$ cat src/cam_bist_macros.svh
/* Geometry of the CAM under test
   CAM_IDX_W must equal clog2(CAM_ENTRIES), and CAM_DWIDTH must be at least CAM_ENTRIES */
`ifndef CAM_BIST_MACROS_SVH
`define CAM_BIST_MACROS_SVH

// --------------------
// Array geometry
// --------------------

// Bits per CAM word, also the number of rotating mask compares per pass
`define CAM_DWIDTH 16

// Number of CAM entries
`define CAM_ENTRIES 8

// Entry index width
`define CAM_IDX_W 3

`endif

$ cat src/cam_bist_pkg.sv
/* Shared types for the CAM self-test
   Widths come from the macros header */
`include "cam_bist_macros.svh"

package cam_bist_pkg;

   // --------------------
   // Vector types
   // --------------------

   // One CAM word, also used for compare data and the flip mask
   typedef logic [`CAM_DWIDTH-1:0] cam_data_t;

   // One hit bit per entry
   typedef logic [`CAM_ENTRIES-1:0] cam_match_t;

   // Entry index
   typedef logic [`CAM_IDX_W-1:0] cam_idx_t;

   // --------------------
   // Sequencer states
   // --------------------

   typedef enum logic [2:0] {
      IDLE,       // Waiting for a start pulse
      WRITE,      // Background write, one entry per cycle
      CMP_ALL,    // Unmasked compare, every entry must hit
      CMP_ROT,    // One-hot masked compares, no entry may hit
      NEXT_PASS,  // Switch to inverted data or finish
      DONE        // Drain the last match before raising done
   } bist_state_t;

endpackage

$ cat src/cam_bist_if.sv
/* Test controls from the sequencer to the input handler
   All signals are plain levels or one-cycle strobes, no handshake */
`timescale 1ns/1ps

interface cam_bist_if;
   import cam_bist_pkg::*;

   // BIST owns the compare data
   logic      cm_mode;
   // Rotate the flip mask left by one at the next edge
   logic      rotate_mask;
   // XOR the flip mask into the compare data
   logic      cd_mask_enable;
   // Invert data for the current pass
   logic      data_inv;
   // Background pattern
   cam_data_t wr_data;
   // Pattern after optional inversion
   cam_data_t wr_data_out;

   // Sequencer side
   modport seq (
      output cm_mode,
      output rotate_mask,
      output cd_mask_enable,
      output data_inv,
      output wr_data,
      input  wr_data_out
   );

   // Input handler side
   modport inh (
      input  cm_mode,
      input  rotate_mask,
      input  cd_mask_enable,
      input  data_inv,
      input  wr_data,
      output wr_data_out
   );

endinterface

$ cat src/cam_array.sv
/* Behavioral CAM with one write port and one compare port
   Match is registered, valid one cycle after cm_valid, held until the next compare
   A write and a compare in the same cycle compare against the old contents */
`timescale 1ns/1ps
`include "cam_bist_macros.svh"

module cam_array (
   input  logic                    bist_clk,
   input  logic                    rst_b,
   input  logic                    wr_en,
   input  cam_bist_pkg::cam_idx_t   wr_idx,
   input  cam_bist_pkg::cam_data_t  wr_data,
   input  logic                    cm_valid,
   input  cam_bist_pkg::cam_data_t  cm_data,
   output cam_bist_pkg::cam_match_t match
);
   import cam_bist_pkg::*;

   // Storage
   cam_data_t  mem [`CAM_ENTRIES];
   // Unregistered hit vector
   cam_match_t hit;

   // --------------------
   // Write port
   // --------------------

   // Every entry starts at zero
   always_ff @(posedge bist_clk) begin
      if (!rst_b) begin
         for (int e = 0; e < `CAM_ENTRIES; e++) begin
            mem[e] <= '0;
         end
      end else if (wr_en) begin
         mem[wr_idx] <= wr_data;
      end
   end

   // --------------------
   // Compare port
   // --------------------

   // Full-word equality per entry
   always_comb begin
      for (int e = 0; e < `CAM_ENTRIES; e++) begin
         hit[e] = (mem[e] == cm_data);
      end
   end

   // Hold the last result between compares
   always_ff @(posedge bist_clk) begin
      if (!rst_b) begin
         match <= '0;
      end else if (cm_valid) begin
         match <= hit;
      end
   end

endmodule

$ cat src/cam_bist_checker.sv
/* Response checker with a one-stage expected-value pipe
   Only the first failing entry is kept, lowest index wins within a vector */
`timescale 1ns/1ps
`include "cam_bist_macros.svh"

module cam_bist_checker (
   input  logic                    bist_clk,
   input  logic                    rst_b,
   input  logic                    bist_start,
   input  logic                    exp_valid,
   input  cam_bist_pkg::cam_match_t exp_match,
   input  cam_bist_pkg::cam_match_t match,
   output logic                    bist_fail,
   output cam_bist_pkg::cam_idx_t   fail_entry
);
   import cam_bist_pkg::*;

   logic       exp_valid_q;
   cam_match_t exp_match_q;
   cam_match_t diff;

   // Lowest set bit of a mismatch vector
   function automatic cam_idx_t low_idx(input cam_match_t v);
      cam_idx_t idx;
      idx = '0;
      for (int i = `CAM_ENTRIES - 1; i >= 0; i--) begin
         if (v[i]) idx = cam_idx_t'(i);
      end
      return idx;
   endfunction

   // Line up expected with the registered match
   always_ff @(posedge bist_clk) begin
      if (!rst_b) exp_valid_q <= 1'b0;
      else        exp_valid_q <= exp_valid;
   end

   always_ff @(posedge bist_clk) begin
      exp_match_q <= exp_match;
   end

   assign diff = exp_match_q ^ match;

   // Sticky until the next accepted start
   always_ff @(posedge bist_clk) begin
      if (!rst_b || bist_start) begin
         bist_fail  <= 1'b0;
         fail_entry <= '0;
      end else if (exp_valid_q && (diff != '0) && !bist_fail) begin
         bist_fail  <= 1'b1;
         fail_entry <= low_idx(diff);
      end
   end

endmodule

$ cat src/cam_bist_inhandler.sv
/* Data path into the CAM during test
   Purely combinational except the flip mask, which only moves on rotate_mask */
`timescale 1ns/1ps
`include "cam_bist_macros.svh"

module cam_bist_inhandler (
   input  logic                  bist_clk,
   input  logic                  rst_b,
   cam_bist_if.inh               bus,
   input  cam_bist_pkg::cam_data_t func_cm_data,
   output cam_bist_pkg::cam_data_t cm_data
);
   import cam_bist_pkg::*;

   // One-hot flip mask
   cam_data_t bist_mask;
   // Mask after the enable gate
   cam_data_t gated_mask;
   // BIST compare word
   cam_data_t bist_cm_data;

   // --------------------
   // Rotating mask
   // --------------------

   // Starts at bit 0, the top bit wraps back to bit 0
   always_ff @(posedge bist_clk) begin
      if (!rst_b) begin
         bist_mask <= cam_data_t'(1);
      end else if (bus.rotate_mask) begin
         bist_mask <= {bist_mask[`CAM_DWIDTH-2:0], bist_mask[`CAM_DWIDTH-1]};
      end
   end

   // --------------------
   // Data generation
   // --------------------

   // Write data, pattern or its complement
   assign bus.wr_data_out = bus.wr_data ^ {`CAM_DWIDTH{bus.data_inv}};

   // Flip a single bit only while masked compares run
   assign gated_mask = bist_mask & {`CAM_DWIDTH{bus.cd_mask_enable}};

   assign bist_cm_data = bus.wr_data_out ^ gated_mask;

   // Functional compare data passes straight through outside of test
   assign cm_data = bus.cm_mode ? bist_cm_data : func_cm_data;

endmodule

$ cat src/cam_bist_seq.sv
/* Two-pass CAM test sequencer, the second pass uses inverted data
   A run lasts 2*(CAM_ENTRIES+1+CAM_DWIDTH+1)+2 cycles from start to done
   A start pulse is only taken in IDLE */
`timescale 1ns/1ps
`include "cam_bist_macros.svh"

module cam_bist_seq (
   input  logic                    bist_clk,
   input  logic                    rst_b,
   input  logic                    bist_start,
   input  cam_bist_pkg::cam_data_t  bist_pattern,
   cam_bist_if.seq                 bus,
   output logic                    bist_wr_en,
   output cam_bist_pkg::cam_idx_t   bist_wr_idx,
   output logic                    bist_cm_valid,
   output logic                    exp_valid,
   output cam_bist_pkg::cam_match_t exp_match,
   output logic                    bist_busy,
   output logic                    bist_done
);
   import cam_bist_pkg::*;

   // Counter covers entries, mask bits and the drain wait
   localparam int CNT_W = $clog2(`CAM_DWIDTH);
   localparam logic [CNT_W-1:0] LAST_ENTRY = CNT_W'(`CAM_ENTRIES - 1);
   localparam logic [CNT_W-1:0] LAST_BIT   = CNT_W'(`CAM_DWIDTH - 1);
   localparam logic [CNT_W-1:0] LAST_WAIT  = CNT_W'(1);

   bist_state_t      state;
   logic [CNT_W-1:0] cnt;
   logic             second_pass;
   logic             done_q;
   // Background pattern held for the whole run
   cam_data_t        pattern_q;

   // --------------------
   // State machine
   // --------------------

   always_ff @(posedge bist_clk) begin
      if (!rst_b) begin
         state       <= IDLE;
         cnt         <= '0;
         second_pass <= 1'b0;
         done_q      <= 1'b0;
      end else begin
         case (state)
            IDLE: begin
               if (bist_start) begin
                  state       <= WRITE;
                  cnt         <= '0;
                  second_pass <= 1'b0;
                  done_q      <= 1'b0;
               end
            end
            WRITE: begin
               if (cnt == LAST_ENTRY) begin
                  cnt   <= '0;
                  state <= CMP_ALL;
               end else begin
                  cnt <= cnt + 1'b1;
               end
            end
            // Single cycle, counter already back at zero
            CMP_ALL: state <= CMP_ROT;
            CMP_ROT: begin
               if (cnt == LAST_BIT) begin
                  cnt   <= '0;
                  state <= NEXT_PASS;
               end else begin
                  cnt <= cnt + 1'b1;
               end
            end
            NEXT_PASS: begin
               if (second_pass) begin
                  state <= DONE;
               end else begin
                  second_pass <= 1'b1;
                  state       <= WRITE;
               end
            end
            // Two cycles so the last match reaches the checker
            DONE: begin
               if (cnt == LAST_WAIT) begin
                  cnt    <= '0;
                  done_q <= 1'b1;
                  state  <= IDLE;
               end else begin
                  cnt <= cnt + 1'b1;
               end
            end
            default: state <= IDLE;
         endcase
      end
   end

   always_ff @(posedge bist_clk) begin
      if (state == IDLE && bist_start) begin
         pattern_q <= bist_pattern;
      end
   end

   // --------------------
   // Outputs
   // --------------------

   assign bist_busy = (state != IDLE);
   assign bist_done = done_q;

   assign bist_wr_en  = (state == WRITE);
   assign bist_wr_idx = cnt[`CAM_IDX_W-1:0];

   // Every compare carries an expected vector in the same cycle
   assign bist_cm_valid = (state == CMP_ALL) || (state == CMP_ROT);
   assign exp_valid     = bist_cm_valid;
   assign exp_match     = {`CAM_ENTRIES{state == CMP_ALL}};

   // Handler controls
   assign bus.cm_mode        = bist_busy;
   assign bus.rotate_mask    = (state == CMP_ROT);
   assign bus.cd_mask_enable = (state == CMP_ROT);
   assign bus.data_inv       = second_pass;
   assign bus.wr_data        = pattern_q;

endmodule

$ cat src/cam_bist_top.sv
/* CAM with built-in self-test
   Functional writes, compares and starts are ignored while bist_busy is high
   func_match is the shared match register and also changes during a run */
`timescale 1ns/1ps

module cam_bist_top (
   input  logic                    bist_clk,
   input  logic                    rst_b,
   input  logic                    bist_start,
   input  cam_bist_pkg::cam_data_t  bist_pattern,
   input  logic                    func_wr_en,
   input  cam_bist_pkg::cam_idx_t   func_wr_idx,
   input  cam_bist_pkg::cam_data_t  func_wr_data,
   input  logic                    func_cm_valid,
   input  cam_bist_pkg::cam_data_t  func_cm_data,
   output cam_bist_pkg::cam_match_t func_match,
   output logic                    bist_busy,
   output logic                    bist_done,
   output logic                    bist_fail,
   output cam_bist_pkg::cam_idx_t   fail_entry
);
   import cam_bist_pkg::*;

   cam_bist_if bist_bus ();

   logic       bist_wr_en;
   cam_idx_t   bist_wr_idx;
   logic       bist_cm_valid;
   logic       exp_valid;
   cam_match_t exp_match;
   // Start as seen by the sequencer, so a late pulse cannot clear the checker
   logic       start_acc;

   // Array side after the mux
   logic       wr_en;
   cam_idx_t   wr_idx;
   cam_data_t  wr_data;
   logic       cm_valid;
   cam_data_t  cm_data;
   cam_match_t match;

   assign start_acc = bist_start && !bist_busy;

   cam_bist_seq i_seq (
      .bist_clk, .rst_b, .bist_start, .bist_pattern, .bus(bist_bus.seq),
      .bist_wr_en, .bist_wr_idx, .bist_cm_valid, .exp_valid, .exp_match,
      .bist_busy, .bist_done
   );

   // Compare data mux lives in the handler
   cam_bist_inhandler i_inh (
      .bist_clk, .rst_b, .bus(bist_bus.inh), .func_cm_data, .cm_data
   );

   // --------------------
   // Access mux
   // --------------------

   assign wr_en    = bist_busy ? bist_wr_en : func_wr_en;
   assign wr_idx   = bist_busy ? bist_wr_idx : func_wr_idx;
   assign wr_data  = bist_busy ? bist_bus.wr_data_out : func_wr_data;
   assign cm_valid = bist_busy ? bist_cm_valid : func_cm_valid;

   cam_array i_array (
      .bist_clk, .rst_b, .wr_en, .wr_idx, .wr_data, .cm_valid, .cm_data, .match
   );

   cam_bist_checker i_checker (
      .bist_clk, .rst_b, .bist_start(start_acc), .exp_valid, .exp_match, .match,
      .bist_fail, .fail_entry
   );

   assign func_match = match;

endmodule

$ cat config.mk
export PLATFORM = sky130hd
export DESIGN_NAME = cam_bist_top
export DESIGN_NICKNAME = d
export VERILOG_FILES = /design/src/cam_bist_pkg.sv /design/src/cam_bist_if.sv /design/src/cam_array.sv /design/src/cam_bist_checker.sv /design/src/cam_bist_inhandler.sv /design/src/cam_bist_seq.sv /design/src/cam_bist_top.sv
export VERILOG_INCLUDE_DIRS = /design/src
export SDC_FILE = /design/constraint.sdc
export NUM_CORES = 1
export LEC_CHECK = 0
export BUFFER_PORTS_ARGS = -buffer_cell sky130_fd_sc_hd__buf_2
export CAP_MARGIN = 25
export CORE_AREA = 3 3 185 142
export DETAILED_ROUTE_END_ITERATION = 10
export DIE_AREA = 0 0 188 145
export GPL_TIMING_DRIVEN = 0
export PLACE_DENSITY_LB_ADDON = 0.1
export SETUP_SLACK_MARGIN = 0.3
export SLEW_MARGIN = 20
export SYNTH_ARGS = -nofsm -noshare
export SYNTH_HDL_FRONTEND = slang
export SYNTH_SLANG_ARGS = --single-unit
$ cat constraint.sdc
create_clock -name bist_clk -period 2.8 [get_ports bist_clk]
set_input_delay 0 -clock bist_clk [delete_from_list [all_inputs] [get_ports bist_clk]]
set_output_delay 0 -clock bist_clk [all_outputs]
set_load 0.1 [all_outputs]
==> impl_metrics.toml, run 1 <==
[clocking]
clock_latency_ns = 0.45
clock_sinks = 183
cts-buffers-inserted = 17
htreeDepth = 4
clk_path_buf_depth = 2
cts_tree = "done"
clk_pin_slew_worst_paths_ns = 0.08
root_buffer = "clkbuf_16"

[critical_path]
endpoint_kind = "flip-flop"
crit_type = "reg2reg"
critPathLaunchType = "flip-flop"
critPathMaxFanout = 6
r2r_setup_slack_ns = 0.19
crit_required_ns = 3.18
critPathArrivalTime_ns = 2.99

[timing]
drv_slew = 0
relSlewSlack = 0.587
fin_crit_ns = 2.61
tightestPinTransition_ns = 0.620
setup_tns_ns = 0
fin_crit_sh = 0.934
hold_violations = 8
rsz0062_at_grt = "true"
finalSetupViolCount = 0
skew_ns = 0.0173
finalHoldWorstSlack_ns = -0.0195
fmax_mhz = 383

[global_route]
grt-ovfl-total = 0
antenna_found_initial = 0
gr-usage-all-layers = 0.251
grt_pass1_wl_um = 50600
grt_pass1_vias = 7756
grt_max_degree = 19

[flow_run]
cap_violations = 0

[drt]
routedLengthMet1_um = 16600
via_count = 8499
highest_layer = "met4"
routed_wl_um = 35300
drt_iter0_markers = 891
drt_pre_antenna_iters = 5
wl_met3_um = 3270
wire_per_inst_um = 24.0
wl_met2_um = 15000
postRouteAntennaNets = 0
routed_via_density = 5.79
drc = 0

[logic_synthesis]
ys_seq_area_frac = 0.535
synthArstFlopShare = 0
yosys.cell_types.count = 62
yosys_warnings = 0
synth_ff_type = "edfxtp_1"
synth_edf_count = 144
syn-instance-count = 953
yosysTopAreaCell = "edfxtp_1"
yosysMostFrequentCell = "nor2_1"
syn_area_per_cell_um2 = 10.0
synth_top_area_share = 0.453
ys_top_cells_by_count = "nor2_1, edfxtp_1, nand2_1"
synthesis.area_um2 = 9550
syn_nets = 1011
ys_ff_latch = 183
yosys-top-cells-area = "edfxtp_1, dfxtp_1, nor2_1"

[finish]
drive_gt1_frac = 0.291
final_area_um2 = 12700
nets = 1174
syn2layout_area_growth_pct = 32.8
diodes = 0

[place]
gp_congestion = 0.848
hpwlAfterDp_um = 24700
placed_area_um2 = 10300
numPortBuffers = 69

[power_and_ir_drop]
netSwitchingFraction = 0.299
leakage_uw = 0.00478
p_comb_frac = 0.189
finalPower_uw = 6890
ir_drop_uv = 472
p_switching_uw = 2060
power.density_nw_per_um2 = 543
clockPowerShare = 0.359
p_seq_frac = 0.453
power.internal_uw = 4830

[hold_path]
hp-class = "in2reg"

[die]
chipWidth_um = 188
pin_count = 70
dieHeight_um = 145
start_util = 0.386
rows = 50
dieArea_um2 = 27300
core_area_um2 = 24700

[outcome]
failed_checks = "negative hold slack"
status = "finished with violations"
==> critical path, stage by stage, from the launching register on <==
cell	delay [ns]
dfxtp_4	0.38
buf_6	0.12
or4_4	0.51
o211ai_1	0.11
buf_4	0.19
a21oi_2	0.06
or4_4	0.55
nor4_4	0.40
a32o_1	0.22
==> path summary, 6_finish.rpt <==
check	cells past startpoint	end	start
max	8	i_array.match[6]$_SDFFE_PN0P_	i_seq.state[2]$_SDFFE_PN0P_
min	3	i_checker.exp_valid_q$_SDFF_PN0_	rst_b
max reg2reg	8	i_array.match[6]$_SDFFE_PN0P_	i_seq.state[2]$_SDFFE_PN0P_
min reg2reg	2	i_checker.fail_entry[1]$_SDFFE_PP0P_	i_checker.fail_entry[1]$_SDFFE_PP0P_
==> metal layers <==
metal  vias to the layer above  GRT usage
met3                        32     0.0324
li1                       3869          -
met4                         0     0.0420
met1                      4211      0.403
met2                       387      0.365
met5                         -          0
==> per-stage QoR <==
stage	util	setup WS, ns	std cells
2_1_floorplan	-	0.332	953
3_3_place_gp	0.418	-1.03	1360
3_5_place_dp	0.419	-1.07	1361
4_1_cts	0.494	0.218	1450
5_1_grt	0.513	0.143	1467
6_report	0.513	0.186	1467
==> power groups by stage <==
stage          combinational (uW)  clock [uW]  sequential (uW)
6_report                     1300        2470             3120
5_1_grt                      1370        2580             3130
4_1_cts                      1190        2480             3110
3_5_place_dp                  941           0             3180
3_3_place_gp                  934           0             3170
2_1_floorplan                 587           0             3160
==> kinds of logic after synthesis <==
| family | share of synthesized area |
|---|---|
| multiplexers | 0.00144 |
| flip-flops | 0.535 |
| adder cells (fa/ha/maj) | 0.00262 |
| buffers and inverters | 0.0288 |
| AO/OA/AOI/OAI | 0.132 |
| XOR/XNOR | 0.0739 |
| AND/OR/NAND/NOR | 0.226 |
==> state kept, by name (all words and copies together) (netlist names), 3 cells and up <==
name / count
i_array.match: 8
i_seq.state: 3
i_array.mem: 128
i_checker.fail_entry: 3
i_seq.bus.wr_data: 16
i_inh.bist_mask: 16
i_seq.cnt: 4
==> cell usage in the layout, fill, tap and decap left out, types with 20 or more instances in the layout <==
cell,instances
nand3_1,28
buf_4,48
dlygate4sd3_1,20
buf_2,73
xnor2_1,42
edfxtp_1,144
dfxtp_1,36
nor2_1,144
and3_1,41
xor2_1,27
a21oi_1,55
a21boi_0,25
nand2_1,55
==> area by class of cell <==
type | count | area [um2]
repair buffers | 138 | 1010
plain buffers | 55 | 513
clock inverters | 15 | 154
fillers | 2260 | 12000
inverters | 10 | 47.5
multi-input cells | 711 | 4990
flip-flops and latches | 183 | 5110
well taps | 338 | 423
clock buffers | 17 | 425
==> timing repair <==
item / CTS / global route
hold buffers: 20 / 0
gates cloned: 6 / 2
buffers inserted: 31 / 14
pin swaps: 29 / 35
resized for setup: 201 / 73
endpoints found under the setup margin: 299 / 85
hold endpoints to repair: 24 / 0
No activity file was read; power rests on OpenSTA's default activity.
==> run 2: changes to the inputs <==
--- a/config.mk
+++ b/config.mk
@@ -13,7 +13,7 @@
 export DIE_AREA = 0 0 188 145
 export GPL_TIMING_DRIVEN = 0
 export PLACE_DENSITY_LB_ADDON = 0.1
-export SETUP_SLACK_MARGIN = 0.3
+export SETUP_SLACK_MARGIN = 0.02
 export SLEW_MARGIN = 20
 export SYNTH_ARGS = -nofsm -noshare
 export SYNTH_HDL_FRONTEND = slang
==> impl_metrics.toml, run 2 (same netlist as run 1, synthesis figures left out) <==
[timing]
drv_slew = 0
fin_crit_ns = 2.87
finalHoldWorstSlack_ns = 0.00291
hold_violations = 0
skew_ns = 0.0142
relSlewSlack = 0.333
fin_crit_sh = 1.03
finalSetupViolCount = 12
setup_slack_ns = -0.0745
fmax_mhz = 348
tightestPinTransition_ns = 0.994
rsz0062_at_grt = "true"

[drt]
drt_pre_antenna_iters = 5
routed_via_density = 5.77
routed_wl_um = 33200
wire_per_inst_um = 23.4
drc = 0
postRouteAntennaNets = 0
drt_iter0_markers = 808
via_count = 8190

[finish]
syn2layout_area_growth_pct = 22.9
final_area_um2 = 11700
largest-register = "i_array.mem"
layout_common_cells = "nor2_1, edfxtp_1, buf_2"
largest_register_ffs = 128
drive_gt1_frac = 0.216
final_cell_count_no_fill = 1419
finalCoreUtilization = 0.475
nets = 1126
diodes = 0

[clocking]
clk_pin_slew_worst_paths_ns = 0.08
cts-buffers-inserted = 17
clk_path_buf_depth = 2
root_buffer = "clkbuf_16"
clock_sinks = 183
htreeDepth = 4
clock_latency_ns = 0.44
cts_tree = "done"

[critical_path]
cpPeakStageDelay_ns = 0.86
crit_buf_inv = 4
crit_required_ns = 2.95
cp_cell_sequence = "nor3_4, inv_2, clkbuf_2, clkbuf_2, clkbuf_1, o21ai_1, nor2_1"
critPathMaxFanout = 10
cpMostUsedCell = "clkbuf_2"
endpoint_kind = "flip-flop"
crit_type = "reg2reg"
critPathSlowestCell = "o21ai_1"
critPathTopFamily = "buffers and inverters"
critPathArrivalTime_ns = 3.03
critPathLaunchType = "flip-flop"

[die]
dieArea_um2 = 27300
rows = 50
chipWidth_um = 188
start_util = 0.386
pin_count = 70
dieHeight_um = 145
core_area_um2 = 24700

[place]
pre_cts_ws_ns = -1.45
hpwlAfterDp_um = 24600
placed_cells = 1360
numPortBuffers = 69
gp_congestion = 0.850
placed_area_um2 = 10300

[global_route]
busiest_layer = "met1"
met1_usage = 0.385
grt_pass1_wl_um = 48400
gr-usage-all-layers = 0.240
grt_pass1_vias = 7279
met3_usage = 0.0360
grt-ovfl-total = 0
antenna_found_initial = 0
use_met2 = 0.346
grt_max_degree = 19

[outcome]
failed_checks = "negative setup slack"
status = "finished with violations"

[power_and_ir_drop]
power.density_nw_per_um2 = 563
leakage_uw = 0.00434
ir_drop_uv = 434

[flow_run]
cap_violations = 0

[hold_path]
hp-class = "in2reg"
[run 2: changes by cell type in the layout (fill, tap and decap cells not counted), moves of 5 or more]
cell / delta
buf_4: -31
nand2_4: -10
nor4_1: +9
nor4_2: -8
clkbuf_8: -7
buf_6: -6
nand2_2: +6
o21ai_2: -6
buf_8: -5
clkbuf_2: +5
nand3_1: +5
[run 2: layout make-up]
type / count / area (um2)
clock buffer: 17 / 425
timing repair buffer: 97 / 623
sequential: 183 / 5110
multi-input combinational: 707 / 4620
clock inverter: 15 / 136
fill: 2329 / 13000
buffer: 52 / 355
inverter: 10 / 37.5
tap: 338 / 423
[run 2: metrics by stage]
step,total power (uW),setup TNS (ns)
after CTS,6560,0
after global placement,4100,-206.89
final,6610,-0.402
after global routing,6820,-0.966
after floorplan,3740,0
after detailed placement,4110,-215.37
[run 2: worst paths after layout]
check / endpoint / slack (ns) / depth (start not counted) / start
worst max-delay path: i_array.mem[7][1]$_SDFFCE_PN0P_ / -0.07 / 7 / i_seq.state[0]$_SDFFE_PN0P_
worst min register to register: i_inh.bist_mask[15]$_SDFFE_PN0N_ / 0.47 / 2 / i_inh.bist_mask[15]$_SDFFE_PN0N_
worst min-delay path: i_array.mem[4][10]$_SDFFCE_PN0P_ / 0.003 / 3 / func_wr_data[10]
worst max register to register: i_array.mem[7][1]$_SDFFCE_PN0P_ / -0.07 / 7 / i_seq.state[0]$_SDFFE_PN0P_
[run 2: metal layers]
metal  vias to the layer above  wire length [um]
met2                       329             14100
met1                      4087             16400
met5                         -                 0
met4                         0               214
met3                        14              2460
li1                       3760                 -
[run 2: tightest hold or removal path: cells and delay by family]
| family | cells | cell delay, ns |
|---|---|---|
| AND/OR/NAND/NOR | 1 | 0.10 |
| AO/OA/AOI/OAI | 1 | 0.12 |
| buffers and inverters | 1 | 0.10 |
[run 2: repair_timing]
item | CTS | global route
endpoints found under the setup margin | 266 | 172
hold endpoints to repair | 20 | 0
hold buffers | 18 | 0
buffers inserted | 6 | 5
gates resized for setup | 99 | 75
cloned | 2 | 0
pin swaps | 5 | 12
[run 2: power breakdown]
group / switching (uW) / total (uW) / internal, uW / leakage [uW]
Clock: 1210 / 2390 / 1180 / 0.000274
Combinational: 717 / 1100 / 386 / 0.00227
Sequential: 59.3 / 3110 / 3060 / 0.00179
